===== src/include/rv_exec_defines.svh =====
`ifndef RV_EXEC_DEFINES_SVH
`define RV_EXEC_DEFINES_SVH

// ~~~~~~~~~~~~~~~~~~~~~~~~~~~~~~
// Datapath sizing
// ~~~~~~~~~~~~~~~~~~~~~~~~~~~~~~

// Integer register width.
`define RV_XLEN 32

// ~~~~~~~~~~~~~~~~~~~~~~~~~~~~~~
// Multiply/divide engine
// ~~~~~~~~~~~~~~~~~~~~~~~~~~~~~~

`define RV_MD_STEPS `RV_XLEN  // One operand bit per cycle.

`endif


===== src/logic/rv_isa_pkg.sv =====
`default_nettype none

`include "rv_exec_defines.svh"

package rv_isa_pkg;

    typedef logic [`RV_XLEN-1:0] uintx_t;  // Operand and result word.
    typedef logic [`RV_XLEN-1:0] addr_t;   // Instruction address.

    // ~~~~~~~~~~~~~~~~~~~~~~~~~~~~~~
    // Execute operation select
    // ~~~~~~~~~~~~~~~~~~~~~~~~~~~~~~
    typedef enum logic [4:0] {
        ALU_ADD,
        ALU_SUB,
        ALU_AND,
        ALU_OR,
        ALU_XOR,
        ALU_SLL,
        ALU_SRL,
        ALU_SRA,
        ALU_SLT,
        ALU_SLTU,
        ALU_COPY1,   // Pass op1 through.
        ALU_MUL,     // Iterative unit from here on.
        ALU_MULH,
        ALU_MULHSU,
        ALU_MULHU,
        ALU_DIV,
        ALU_DIVU,
        ALU_REM,
        ALU_REMU
    } alu_sel_t;

    typedef enum logic [2:0] {
        BR_NONE,
        BR_BEQ,
        BR_BNE,
        BR_BLT,
        BR_BGE,
        BR_BLTU,
        BR_BGEU
    } br_sel_t;

    typedef enum logic {
        OP_UNSIGNED,
        OP_SIGNED
    } sign_sel_t;

endpackage

`default_nettype wire


===== src/logic/rv_pipe_pkg.sv =====
`default_nettype none

`include "rv_exec_defines.svh"

package rv_pipe_pkg;

    // ~~~~~~~~~~~~~~~~~~~~~~~~~~~~~~
    // Stage and engine FSMs
    // ~~~~~~~~~~~~~~~~~~~~~~~~~~~~~~
    typedef enum logic [1:0] {
        IDLE,
        WAIT_READY,  // Request pending, engine busy.
        WAIT_CALC    // Engine running.
    } exe_state_t;

    typedef enum logic [1:0] {
        MD_IDLE,
        MD_RUN,
        MD_DONE      // Response cycle.
    } md_state_t;

    // Iteration counter of the multiply/divide engine.
    typedef logic [$clog2(`RV_MD_STEPS + 1)-1:0] step_cnt_t;

endpackage

`default_nettype wire


===== src/logic/muldiv_if.sv =====
`timescale 1ns/1ps
`default_nettype none

interface muldiv_if;

    logic                 req_valid;
    rv_isa_pkg::alu_sel_t sel;
    rv_isa_pkg::uintx_t   op1;
    rv_isa_pkg::uintx_t   op2;
    logic                 kill;        // Abort the operation in flight.
    logic                 req_ready;
    logic                 resp_valid;  // One-cycle pulse.
    rv_isa_pkg::uintx_t   result;

    modport master (
        output req_valid, sel, op1, op2, kill,
        input  req_ready, resp_valid, result
    );

    modport slave (
        input  req_valid, sel, op1, op2, kill,
        output req_ready, resp_valid, result
    );

endinterface

`default_nettype wire


===== src/logic/alu.sv =====
`timescale 1ns/1ps
`default_nettype none

module alu (
    input  wire rv_isa_pkg::alu_sel_t  i_alu_sel,
    input  wire rv_isa_pkg::br_sel_t   i_br_sel,
    input  wire rv_isa_pkg::sign_sel_t i_sign_sel,
    input  wire rv_isa_pkg::uintx_t    i_op1,
    input  wire rv_isa_pkg::uintx_t    i_op2,
    output rv_isa_pkg::uintx_t         o_result,
    output logic                       o_branch_take
);

    logic [4:0] shamt;
    logic       eq;
    logic       lt_s;
    logic       lt_u;
    logic       br_signed;
    logic       br_lt;

    assign shamt = i_op2[4:0];
    assign eq    = (i_op1 == i_op2);
    assign lt_s  = ($signed(i_op1) < $signed(i_op2));
    assign lt_u  = (i_op1 < i_op2);

    // ~~~~~~~~~~~~~~~~~~~~~~~~~~~~~~
    // Integer operations
    // ~~~~~~~~~~~~~~~~~~~~~~~~~~~~~~
    always_comb begin
        case (i_alu_sel)
            rv_isa_pkg::ALU_ADD:   o_result = i_op1 + i_op2;
            rv_isa_pkg::ALU_SUB:   o_result = i_op1 - i_op2;
            rv_isa_pkg::ALU_AND:   o_result = i_op1 & i_op2;
            rv_isa_pkg::ALU_OR:    o_result = i_op1 | i_op2;
            rv_isa_pkg::ALU_XOR:   o_result = i_op1 ^ i_op2;
            rv_isa_pkg::ALU_SLL:   o_result = i_op1 << shamt;
            rv_isa_pkg::ALU_SRL:   o_result = i_op1 >> shamt;
            rv_isa_pkg::ALU_SRA:   o_result = rv_isa_pkg::uintx_t'($signed(i_op1) >>> shamt);
            rv_isa_pkg::ALU_SLT:   o_result = rv_isa_pkg::uintx_t'(lt_s);
            rv_isa_pkg::ALU_SLTU:  o_result = rv_isa_pkg::uintx_t'(lt_u);
            rv_isa_pkg::ALU_COPY1: o_result = i_op1;
            default:               o_result = '0;  // Mul/div come from the engine.
        endcase
    end

    // ~~~~~~~~~~~~~~~~~~~~~~~~~~~~~~
    // Branch condition
    // ~~~~~~~~~~~~~~~~~~~~~~~~~~~~~~
    always_comb begin
        case (i_br_sel)
            rv_isa_pkg::BR_BLT,
            rv_isa_pkg::BR_BGE:  br_signed = 1'b1;
            rv_isa_pkg::BR_BLTU,
            rv_isa_pkg::BR_BGEU: br_signed = 1'b0;
            default:             br_signed = (i_sign_sel == rv_isa_pkg::OP_SIGNED);
        endcase
    end

    assign br_lt = br_signed ? lt_s : lt_u;

    always_comb begin
        case (i_br_sel)
            rv_isa_pkg::BR_BEQ:  o_branch_take = eq;
            rv_isa_pkg::BR_BNE:  o_branch_take = !eq;
            rv_isa_pkg::BR_BLT,
            rv_isa_pkg::BR_BLTU: o_branch_take = br_lt;
            rv_isa_pkg::BR_BGE,
            rv_isa_pkg::BR_BGEU: o_branch_take = !br_lt;
            default:             o_branch_take = 1'b0;  // Not a branch.
        endcase
    end

endmodule

`default_nettype wire


===== src/logic/execute_stage.sv =====
`timescale 1ns/1ps
`default_nettype none

module execute_stage (
    input  wire                        clk,
    input  wire                        i_arst_n,
    input  wire                        i_flush,
    input  wire                        i_valid,
    input  wire                        i_is_new,
    input  wire rv_isa_pkg::addr_t     i_pc,
    input  wire rv_isa_pkg::alu_sel_t  i_alu_sel,
    input  wire rv_isa_pkg::br_sel_t   i_br_sel,
    input  wire rv_isa_pkg::sign_sel_t i_sign_sel,
    input  wire                        i_jmp_pc,
    input  wire                        i_jmp_reg,
    input  wire rv_isa_pkg::uintx_t    i_imm_b,
    input  wire rv_isa_pkg::uintx_t    i_imm_j,
    input  wire rv_isa_pkg::uintx_t    i_op1,
    input  wire rv_isa_pkg::uintx_t    i_op2,
    output rv_isa_pkg::uintx_t         o_alu_out,
    output logic                       o_branch_taken,
    output rv_isa_pkg::addr_t          o_branch_target,
    output logic                       o_stall
);

    rv_pipe_pkg::exe_state_t state;
    rv_isa_pkg::uintx_t      alu_result;
    rv_isa_pkg::uintx_t      saved_result;
    rv_isa_pkg::addr_t       target_sum;
    logic                    alu_branch_take;
    logic                    is_muldiv;
    logic                    start_md;

    muldiv_if md_bus ();

    alu alu_i (
        .i_alu_sel     (i_alu_sel),
        .i_br_sel      (i_br_sel),
        .i_sign_sel    (i_sign_sel),
        .i_op1         (i_op1),
        .i_op2         (i_op2),
        .o_result      (alu_result),
        .o_branch_take (alu_branch_take)
    );

    muldiv_unit muldiv_unit_i (
        .clk      (clk),
        .i_arst_n (i_arst_n),
        .md       (md_bus)
    );

    // ~~~~~~~~~~~~~~~~~~~~~~~~~~~~~~
    // Multiply/divide issue
    // ~~~~~~~~~~~~~~~~~~~~~~~~~~~~~~
    assign is_muldiv = i_alu_sel inside {rv_isa_pkg::ALU_MUL, rv_isa_pkg::ALU_MULH,
                                         rv_isa_pkg::ALU_MULHSU, rv_isa_pkg::ALU_MULHU,
                                         rv_isa_pkg::ALU_DIV, rv_isa_pkg::ALU_DIVU,
                                         rv_isa_pkg::ALU_REM, rv_isa_pkg::ALU_REMU};
    assign start_md  = i_valid && i_is_new && is_muldiv && (state == rv_pipe_pkg::IDLE);

    assign md_bus.req_valid = i_valid && !i_flush &&
                              (start_md || state == rv_pipe_pkg::WAIT_READY);
    assign md_bus.sel       = i_alu_sel;
    assign md_bus.op1       = i_op1;
    assign md_bus.op2       = i_op2;
    assign md_bus.kill      = (state != rv_pipe_pkg::IDLE) && (i_flush || !i_valid);

    assign o_stall = i_valid && (start_md ||
                                 state == rv_pipe_pkg::WAIT_READY ||
                                 (state == rv_pipe_pkg::WAIT_CALC && !md_bus.resp_valid));

    always_ff @(posedge clk or negedge i_arst_n) begin
        if (!i_arst_n) begin
            state <= rv_pipe_pkg::IDLE;
        end else if (i_flush || !i_valid) begin
            state <= rv_pipe_pkg::IDLE;  // Engine is killed alongside.
        end else begin
            case (state)
                rv_pipe_pkg::IDLE: if (start_md) begin
                    state <= md_bus.req_ready ? rv_pipe_pkg::WAIT_CALC
                                              : rv_pipe_pkg::WAIT_READY;
                end
                rv_pipe_pkg::WAIT_READY: if (md_bus.req_ready) begin
                    state <= rv_pipe_pkg::WAIT_CALC;
                end
                rv_pipe_pkg::WAIT_CALC: if (md_bus.resp_valid) begin
                    state <= rv_pipe_pkg::IDLE;
                end
                default: state <= rv_pipe_pkg::IDLE;
            endcase
        end
    end

    // Held while the finished instruction stays in the stage.
    always_ff @(posedge clk) begin
        if (state == rv_pipe_pkg::WAIT_CALC && md_bus.resp_valid) begin
            saved_result <= md_bus.result;
        end
    end

    // ~~~~~~~~~~~~~~~~~~~~~~~~~~~~~~
    // Result and branch outputs
    // ~~~~~~~~~~~~~~~~~~~~~~~~~~~~~~
    assign o_alu_out = (state == rv_pipe_pkg::WAIT_CALC) ? md_bus.result :
                       is_muldiv                         ? saved_result  : alu_result;

    assign o_branch_taken = i_valid && (i_jmp_pc || i_jmp_reg || alu_branch_take);

    always_comb begin
        if (i_jmp_pc) begin
            target_sum = i_pc + i_imm_j;  // JAL.
        end else if (i_jmp_reg) begin
            target_sum = i_op1 + i_op2;   // JALR.
        end else begin
            target_sum = i_pc + i_imm_b;
        end
    end

    assign o_branch_target = target_sum & ~rv_isa_pkg::addr_t'(1);

    // A bubble leaves no stall behind, only a new request raises it again.
    a_no_stall_invalid: assert property (@(posedge clk) disable iff (!i_arst_n)
        !i_valid |=> !o_stall || start_md);

    // Only the engine response or a kill ends the wait.
    a_calc_exit: assert property (@(posedge clk) disable iff (!i_arst_n)
        state == rv_pipe_pkg::WAIT_CALC && !md_bus.resp_valid && !md_bus.kill |=>
            state == rv_pipe_pkg::WAIT_CALC);

endmodule

`default_nettype wire


===== src/logic/muldiv_unit.sv =====
`timescale 1ns/1ps
`default_nettype none

`include "rv_exec_defines.svh"

module muldiv_unit (
    input wire      clk,
    input wire      i_arst_n,
    muldiv_if.slave md
);

    rv_pipe_pkg::md_state_t state;
    rv_pipe_pkg::step_cnt_t step;
    rv_isa_pkg::alu_sel_t   sel_q;
    rv_isa_pkg::uintx_t     opb_q;       // Multiplicand or divisor magnitude.
    rv_isa_pkg::uintx_t     acc_hi;      // Product high or partial remainder.
    rv_isa_pkg::uintx_t     acc_lo;      // Multiplier/product low or quotient.
    logic                   neg_a_q;
    logic                   neg_b_q;

    logic                   accept;
    logic                   is_div;
    logic                   q_is_div;
    logic                   a_signed;
    logic                   b_signed;
    logic                   neg_a;
    logic                   neg_b;
    logic                   div_zero;
    logic                   div_ovf;
    rv_isa_pkg::uintx_t     mag_a;
    rv_isa_pkg::uintx_t     mag_b;
    logic [`RV_XLEN:0]      mul_sum;
    logic [`RV_XLEN:0]      div_shift;
    logic [`RV_XLEN:0]      div_diff;
    logic [2*`RV_XLEN-1:0]  prod;
    rv_isa_pkg::uintx_t     quot;
    rv_isa_pkg::uintx_t     rem;

    // ~~~~~~~~~~~~~~~~~~~~~~~~~~~~~~
    // Request decode
    // ~~~~~~~~~~~~~~~~~~~~~~~~~~~~~~
    assign accept   = md.req_valid && md.req_ready && !md.kill;
    assign is_div   = md.sel inside {rv_isa_pkg::ALU_DIV, rv_isa_pkg::ALU_DIVU,
                                     rv_isa_pkg::ALU_REM, rv_isa_pkg::ALU_REMU};
    assign a_signed = md.sel inside {rv_isa_pkg::ALU_MULH, rv_isa_pkg::ALU_MULHSU,
                                     rv_isa_pkg::ALU_DIV, rv_isa_pkg::ALU_REM};
    assign b_signed = md.sel inside {rv_isa_pkg::ALU_MULH, rv_isa_pkg::ALU_DIV,
                                     rv_isa_pkg::ALU_REM};
    assign neg_a    = a_signed && md.op1[`RV_XLEN-1];
    assign neg_b    = b_signed && md.op2[`RV_XLEN-1];
    assign mag_a    = neg_a ? -md.op1 : md.op1;
    assign mag_b    = neg_b ? -md.op2 : md.op2;
    assign div_zero = is_div && (md.op2 == '0);
    assign div_ovf  = is_div && a_signed && (md.op1 == {1'b1, {(`RV_XLEN-1){1'b0}}})
                      && (md.op2 == '1);

    // ~~~~~~~~~~~~~~~~~~~~~~~~~~~~~~
    // Engine FSM
    // ~~~~~~~~~~~~~~~~~~~~~~~~~~~~~~
    always_ff @(posedge clk or negedge i_arst_n) begin
        if (!i_arst_n) begin
            state <= rv_pipe_pkg::MD_IDLE;
            step  <= '0;
        end else if (md.kill) begin
            state <= rv_pipe_pkg::MD_IDLE;
        end else begin
            case (state)
                rv_pipe_pkg::MD_IDLE: if (accept) begin
                    state <= (div_zero || div_ovf) ? rv_pipe_pkg::MD_DONE
                                                   : rv_pipe_pkg::MD_RUN;
                    step  <= '0;
                end
                rv_pipe_pkg::MD_RUN: begin
                    step <= step + 1'b1;
                    if (step == rv_pipe_pkg::step_cnt_t'(`RV_MD_STEPS - 1)) begin
                        state <= rv_pipe_pkg::MD_DONE;
                    end
                end
                default: state <= rv_pipe_pkg::MD_IDLE;  // DONE lasts one cycle.
            endcase
        end
    end

    // ~~~~~~~~~~~~~~~~~~~~~~~~~~~~~~
    // Datapath
    // ~~~~~~~~~~~~~~~~~~~~~~~~~~~~~~
    assign q_is_div  = sel_q inside {rv_isa_pkg::ALU_DIV, rv_isa_pkg::ALU_DIVU,
                                     rv_isa_pkg::ALU_REM, rv_isa_pkg::ALU_REMU};
    assign mul_sum   = {1'b0, acc_hi} + (acc_lo[0] ? {1'b0, opb_q} : '0);
    assign div_shift = {acc_hi, acc_lo[`RV_XLEN-1]};
    assign div_diff  = div_shift - {1'b0, opb_q};

    always_ff @(posedge clk) begin
        if (accept) begin
            sel_q <= md.sel;
            opb_q <= mag_b;
            if (div_zero) begin
                acc_hi  <= md.op1;  // Remainder is the dividend.
                acc_lo  <= '1;
                neg_a_q <= 1'b0;
                neg_b_q <= 1'b0;
            end else if (div_ovf) begin
                acc_hi  <= '0;
                acc_lo  <= md.op1;  // Quotient is the dividend.
                neg_a_q <= 1'b0;
                neg_b_q <= 1'b0;
            end else begin
                acc_hi  <= '0;
                acc_lo  <= mag_a;
                neg_a_q <= neg_a;
                neg_b_q <= neg_b;
            end
        end else if (state == rv_pipe_pkg::MD_RUN) begin
            if (q_is_div) begin
                acc_hi <= div_diff[`RV_XLEN] ? div_shift[`RV_XLEN-1:0]
                                             : div_diff[`RV_XLEN-1:0];
                acc_lo <= {acc_lo[`RV_XLEN-2:0], !div_diff[`RV_XLEN]};
            end else begin
                {acc_hi, acc_lo} <= {mul_sum, acc_lo[`RV_XLEN-1:1]};
            end
        end
    end

    assign prod = (neg_a_q ^ neg_b_q) ? -{acc_hi, acc_lo} : {acc_hi, acc_lo};
    assign quot = (neg_a_q ^ neg_b_q) ? -acc_lo : acc_lo;
    assign rem  = neg_a_q ? -acc_hi : acc_hi;  // Follows the dividend sign.

    always_comb begin
        case (sel_q)
            rv_isa_pkg::ALU_MUL:    md.result = prod[`RV_XLEN-1:0];
            rv_isa_pkg::ALU_MULH,
            rv_isa_pkg::ALU_MULHSU,
            rv_isa_pkg::ALU_MULHU:  md.result = prod[2*`RV_XLEN-1:`RV_XLEN];
            rv_isa_pkg::ALU_DIV,
            rv_isa_pkg::ALU_DIVU:   md.result = quot;
            default:                md.result = rem;
        endcase
    end

    assign md.req_ready  = (state == rv_pipe_pkg::MD_IDLE);
    assign md.resp_valid = (state == rv_pipe_pkg::MD_DONE) && !md.kill;

    // Requester must hold its operands until they are taken.
    a_req_stable: assert property (@(posedge clk) disable iff (!i_arst_n)
        md.req_valid && !md.req_ready |=>
            !md.req_valid || ($stable(md.op1) && $stable(md.op2) && $stable(md.sel)));

    a_resp_pulse: assert property (@(posedge clk) disable iff (!i_arst_n)
        md.resp_valid |=> !md.resp_valid);

endmodule

`default_nettype wire


===== src/logic/rv_exec.sv =====
`timescale 1ns/1ps
`default_nettype none

module rv_exec (
    input  wire                        clk,
    input  wire                        i_arst_n,
    input  wire                        i_flush,
    input  wire                        i_valid,
    input  wire                        i_is_new,
    input  wire rv_isa_pkg::addr_t     i_pc,
    input  wire rv_isa_pkg::alu_sel_t  i_alu_sel,
    input  wire rv_isa_pkg::br_sel_t   i_br_sel,
    input  wire rv_isa_pkg::sign_sel_t i_sign_sel,
    input  wire                        i_jmp_pc,
    input  wire                        i_jmp_reg,
    input  wire rv_isa_pkg::uintx_t    i_imm_b,
    input  wire rv_isa_pkg::uintx_t    i_imm_j,
    input  wire rv_isa_pkg::uintx_t    i_op1,
    input  wire rv_isa_pkg::uintx_t    i_op2,
    output rv_isa_pkg::uintx_t         o_alu_out,
    output logic                       o_branch_taken,
    output rv_isa_pkg::addr_t          o_branch_target,
    output logic                       o_stall
);

    execute_stage execute_stage_i (
        .clk             (clk),
        .i_arst_n        (i_arst_n),
        .i_flush         (i_flush),
        .i_valid         (i_valid),
        .i_is_new        (i_is_new),
        .i_pc            (i_pc),
        .i_alu_sel       (i_alu_sel),
        .i_br_sel        (i_br_sel),
        .i_sign_sel      (i_sign_sel),
        .i_jmp_pc        (i_jmp_pc),
        .i_jmp_reg       (i_jmp_reg),
        .i_imm_b         (i_imm_b),
        .i_imm_j         (i_imm_j),
        .i_op1           (i_op1),
        .i_op2           (i_op2),
        .o_alu_out       (o_alu_out),
        .o_branch_taken  (o_branch_taken),
        .o_branch_target (o_branch_target),
        .o_stall         (o_stall)
    );

endmodule

`default_nettype wire


===== config.mk =====
export PLATFORM = sky130hd
export DESIGN_NAME = rv_exec
export DESIGN_NICKNAME = d
export VERILOG_FILES = /design/src/logic/rv_isa_pkg.sv /design/src/logic/rv_pipe_pkg.sv /design/src/logic/muldiv_if.sv /design/src/logic/alu.sv /design/src/logic/execute_stage.sv /design/src/logic/muldiv_unit.sv /design/src/logic/rv_exec.sv
export VERILOG_INCLUDE_DIRS = /design/src /design/src/include
export SDC_FILE = /design/constraint.sdc
export NUM_CORES = 1
export LEC_CHECK = 0
export ABC_CLOCK_PERIOD_IN_PS = 6070
export BUFFER_PORTS_ARGS = -buffer_cell sky130_fd_sc_hd__buf_4
export CORE_MARGIN = 8
export CORE_UTILIZATION = 25
export CTS_CLUSTER_DIAMETER = 100
export DETAILED_ROUTE_END_ITERATION = 8
export PLACE_DENSITY = 0.42
export SETUP_SLACK_MARGIN = 0.2
export SLEW_MARGIN = 20
export SYNTH_ARGS = -nofsm -noshare
export SYNTH_HDL_FRONTEND = slang
export SYNTH_SLANG_ARGS = --single-unit

===== constraint.sdc =====
create_clock -name clk -period 6.07 [get_ports clk]
set_input_delay 1.214 -clock clk [delete_from_list [all_inputs] [get_ports clk]]
set_output_delay 1.214 -clock clk [all_outputs]
set_load 0.1 [all_outputs]

==> flow_metrics.py <==
metrics = {
    "die": {
        "die_h_um": 338,
        "ioPinCount": 242,
        "initial_utilization_pct": 25.2,
        "core_sq_mm": 0.103,
        "fp.dieW_um": 338,
        "die_area_sq_mm": 0.114,
        "rows": 118,
    },
    "pwr": {
        "seq_power_share_pct": 18.5,
        "p_leak_nw": 13.7,
        "p_int_w": 0.00497,
        "total_power_w": 0.0106,
        "swShare_pct": 53.3,
        "pwr-share-comb_pct": 70.3,
        "power_frac_clock_pct": 11.3,
        "pwr_density_cell_mw_per_mm2": 315,
        "max-vdd-ir-drop_mv": 0.195,
        "power_switching_w": 0.00568,
    },
    "global_route": {
        "grt-ovfl-total": 0,
        "antenna_found_initial": 5,
        "grt_pass1_vias": 29300,
        "grt_pass1_wl_um": 218000,
        "track_usage_pct": 25.7,
        "grt_max_degree": 79,
    },
    "placed_design": {
        "gp_congestion": 1.01,
        "dpl-instance-area_sq_mm": 0.0321,
        "dp.cells": 5323,
        "hpwlAfterDp_um": 127000,
        "io_buffers": 239,
    },
    "finish": {
        "num-fill-cells": 11100,
        "drive_gt1_share_pct": 22.6,
        "final_util_pct": 32.7,
        "instances_no_fill": 5377,
        "regArea_sq_mm": 0.00430,
        "multiInputGateArea_sq_mm": 0.0212,
        "layout.nets": 4398,
        "final_cell_area_sq_mm": 0.0338,
        "area.growth.synth_to_final_pct": 30.1,
    },
    "sta": {
        "max_freq_mhz": 171,
        "post-route-min-period_ps": 5830,
        "worst_pin_slew_ps": 1140,
        "slew_headroom_pct": 24.1,
        "setup-violations-final": 0,
        "rsz0062_at_grt": "true",
        "fin_crit_sh_pct": 96.1,
        "finalHoldViolCount": 0,
        "holdWs_ps": 514,
        "maxSlewViolCount": 0,
        "fin_skew_ps": 30.9,
    },
    "drt": {
        "wl_met2_um": 69200,
        "dr_wl_met3_um": 11300,
        "vias": 30800,
        "wl_met1_um": 65900,
        "ant_nets": 0,
        "wire_per_inst_um": 29.0,
        "wl_um": 156000,
        "drt-initial-drc-count": 3440,
        "dr.pass1.iters": 6,
        "viasPerCell": 5.73,
        "top_layer": "met5",
        "route.detailed.drc": 0,
    },
    "clock_tree": {
        "cts.sinks": 145,
        "cts_tree": "done",
        "htree_levels": 4,
        "cts_buffers": 17,
        "cts-root-buf": "clkbuf_16",
        "path_clk_slew_ps": 80,
        "cts.path.max_buffers": 2,
        "clk_latency_ps": 510,
    },
    "flow_run": {
        "drv_cap": 0,
    },
    "logic_synthesis": {
        "synthFlopType": "edfxtp_1",
        "synth_nets": 3944,
        "synth_warnings": 0,
        "synth.distinct_cells": 86,
        "netlist_instances": 3528,
        "avgSynthCellArea_sq_um": 7.36,
        "netlist_area_sq_mm": 0.0260,
        "async_flop_share_pct": 6.90,
        "ys_ff_latch": 145,
        "yosysSeqAreaShare_pct": 16.6,
        "synth_edf_count": 135,
    },
    "worst_setup_path": {
        "critPathMaxStageDelay_ps": 570,
        "crit_fanout": 7,
        "start_kind": "flop",
        "crit_top_cell": "or4_4",
        "worst-setup-path-type": "flop to output port",
        "critPathLaunch": "execute_stage_i.muldiv_unit_i.acc_lo[13]",
        "cp_num_buf_inv": 2,
        "crit_cells": 11,
        "crit_slowest_cell": "or4_4",
        "crit_family": "simple AND/OR/NAND/NOR gates",
        "reg2reg_from": "execute_stage_i.muldiv_unit_i.acc_lo[31]",
        "endpoint_kind": "output port",
        "setup.worst_path.end": "o_alu_out[25]",
        "crit_arrival_ps": 4620,
        "regToRegSetupSlack_ps": 1030,
        "ff2ff_path_depth": 14,
        "reg2reg_to": "execute_stage_i.muldiv_unit_i.acc_hi[20]",
        "worst_ep_required_time_ps": 4860,
        "path_cells": "or3_1 > or4_1 > or4_4 > or4_4 > o31ai_2 > xor2_1 > o221ai_1 > buf_4 > nor2_1 > a31oi_2 > buf_6",
    },
    "run_status": {
        "status": "finished, final reports clean",
    },
    "min_path": {
        "hp-class": "flop to flop",
    },
}
## Yosys cell counts, drive strengths merged, types with 23 or more instances
cell | instances | area share [%]
a211oi | 49 | 1.4
a22oi | 46 | 1.3
nor4 | 30 | 0.75
o21bai | 42 | 1.2
nor3 | 75 | 1.4
or3 | 45 | 1.1
nand2 | 353 | 5.1
xor2 | 85 | 2.9
clkbuf | 182 | 2.6
edfxtp | 135 | 16
o221ai | 44 | 1.5
xnor2 | 178 | 6.0
o22ai | 28 | 0.67
inv | 169 | 2.4
a32oi | 33 | 1.1
a21o | 56 | 1.6
mux4 | 23 | 2.0
a31oi | 38 | 0.92
nor2b | 30 | 0.72
a21oi | 326 | 6.3
buf | 35 | 0.55
mux2i | 72 | 2.8
o21a | 34 | 0.98
nand3 | 70 | 1.3
nand2b | 46 | 1.1
a221oi | 33 | 1.1
ha | 234 | 11
o21ai | 276 | 5.3
o31ai | 49 | 1.4
o211ai | 36 | 1.0
nor2 | 345 | 5.0
nand4 | 38 | 0.92
## cells in the final DEF (no fill, tap or decap), types with 24 or more instances in the layout
cell type / synthesis / final
a211oi_1: 49 / 39
a21o_1: 56 / 56
a21oi_1: 326 / 302
a221oi_1: 33 / 30
a22oi_1: 46 / 46
a31oi_1: 38 / 34
a32oi_1: 33 / 33
buf_4: 1 / 608
edfxtp_1: 135 / 135
ha_1: 234 / 225
inv_1: 168 / 162
mux2i_1: 72 / 71
nand2_1: 353 / 351
nand2b_1: 46 / 44
nand3_1: 70 / 70
nand4_1: 38 / 38
nor2_1: 345 / 339
nor2b_1: 30 / 29
nor3_1: 75 / 68
nor4_1: 29 / 24
o211ai_1: 36 / 36
o21a_1: 34 / 31
o21ai_0: 273 / 261
o21bai_1: 42 / 38
o221ai_1: 43 / 34
o22ai_1: 28 / 28
o31ai_1: 49 / 44
or3_1: 43 / 41
xnor2_1: 178 / 173
xor2_1: 85 / 84
## power groups by stage
stage / Sequential [W] / Clock [W] / Combinational, W
finish: 0.00197 / 0.00120 / 0.00748
global route: 0.00201 / 0.00123 / 0.00799
CTS: 0.00197 / 0.00121 / 0.00727
detailed placement: 0.00199 / 0 / 0.00712
global placement: 0.00199 / 0 / 0.00715
floorplan: 0.00188 / 0 / 0.00462
## flip-flops by register name, summed over array words and instances, names as in the netlist
register,flops
execute_stage_i.muldiv_unit_i.acc_hi,32
execute_stage_i.muldiv_unit_i.acc_lo,32
execute_stage_i.muldiv_unit_i.neg_a_q,1
execute_stage_i.muldiv_unit_i.neg_b_q,1
execute_stage_i.muldiv_unit_i.opb_q,32
execute_stage_i.muldiv_unit_i.sel_q,5
execute_stage_i.muldiv_unit_i.state,2
execute_stage_i.muldiv_unit_i.step,6
execute_stage_i.saved_result,32
execute_stage_i.state,2
## through the flow
| stage | TNS (ps) | setup WS (ps) |
|---|---|---|
| after global routing | 0 | 110 |
| after CTS | 0 | 123 |
| after global placement | -2290 | -652 |
| final | 0 | 237 |
| after floorplan | -8.17 | -8.17 |
| after detailed placement | -2360 | -579 |
## worst min-delay path by stage
stage                                          start                                    end  slack (ps)  depth (start not counted)
4_1_cts                                     i_arst_n  execute_stage_i.muldiv_unit_i.step[4]         520                          1
6_report       execute_stage_i.muldiv_unit_i.step[0]  execute_stage_i.muldiv_unit_i.step[0]         510                          1
2_1_floorplan  execute_stage_i.muldiv_unit_i.step[0]  execute_stage_i.muldiv_unit_i.step[0]         480                          1
5_1_grt                                     i_arst_n  execute_stage_i.muldiv_unit_i.step[4]         530                          1
3_5_place_dp   execute_stage_i.muldiv_unit_i.step[0]  execute_stage_i.muldiv_unit_i.step[0]         510                          1
3_3_place_gp   execute_stage_i.muldiv_unit_i.step[0]  execute_stage_i.muldiv_unit_i.step[0]         500                          1
## timing repair
action,4_1_cts,5_1_grt
endpoints found under the setup margin,33,43
setup buffers,4,16
gates resized for setup,96,88
hold buffers,0,0
pin swaps,32,32
hold endpoints to repair,0,0
## cells by family (layout without fill, tap and decap cells)
| family | after synthesis | after routing | share of synthesized area [%] |
|---|---|---|---|
| AOI/OAI and AO/OA | 1259 | 1259 | 31.9 |
| and+or+nand+nor | 1127 | 1127 | 20.1 |
| muxes | 103 | 103 | 5.12 |
| xor gates and xnor gates | 263 | 263 | 8.87 |
| other | 1 | 3 | 0.0144 |
| DFF | 145 | 145 | 16.6 |
| buffers and inverters | 390 | 857 | 5.68 |
| adders and majority gates | 240 | 240 | 11.7 |
## layer usage
layer | global-route usage (%) | vias to the layer above
met5 | 0 | -
met4 | 13.0 | 2
met1 | 33.4 | 15000
met3 | 4.27 | 267
li1 | - | 14100
met2 | 40.8 | 1410
## cell type report
type / count / share of cell area, %
antenna: 2 / 0.0148
clock inverter: 15 / 0.560
timing repair buffer: 652 / 15.6
clock buffer: 17 / 1.26
multi-input combinational: 2993 / 62.7
sequential: 145 / 12.7
inverter: 173 / 1.97
tap: 1380 / 5.11
No activity file was read; power rests on OpenSTA's default activity.
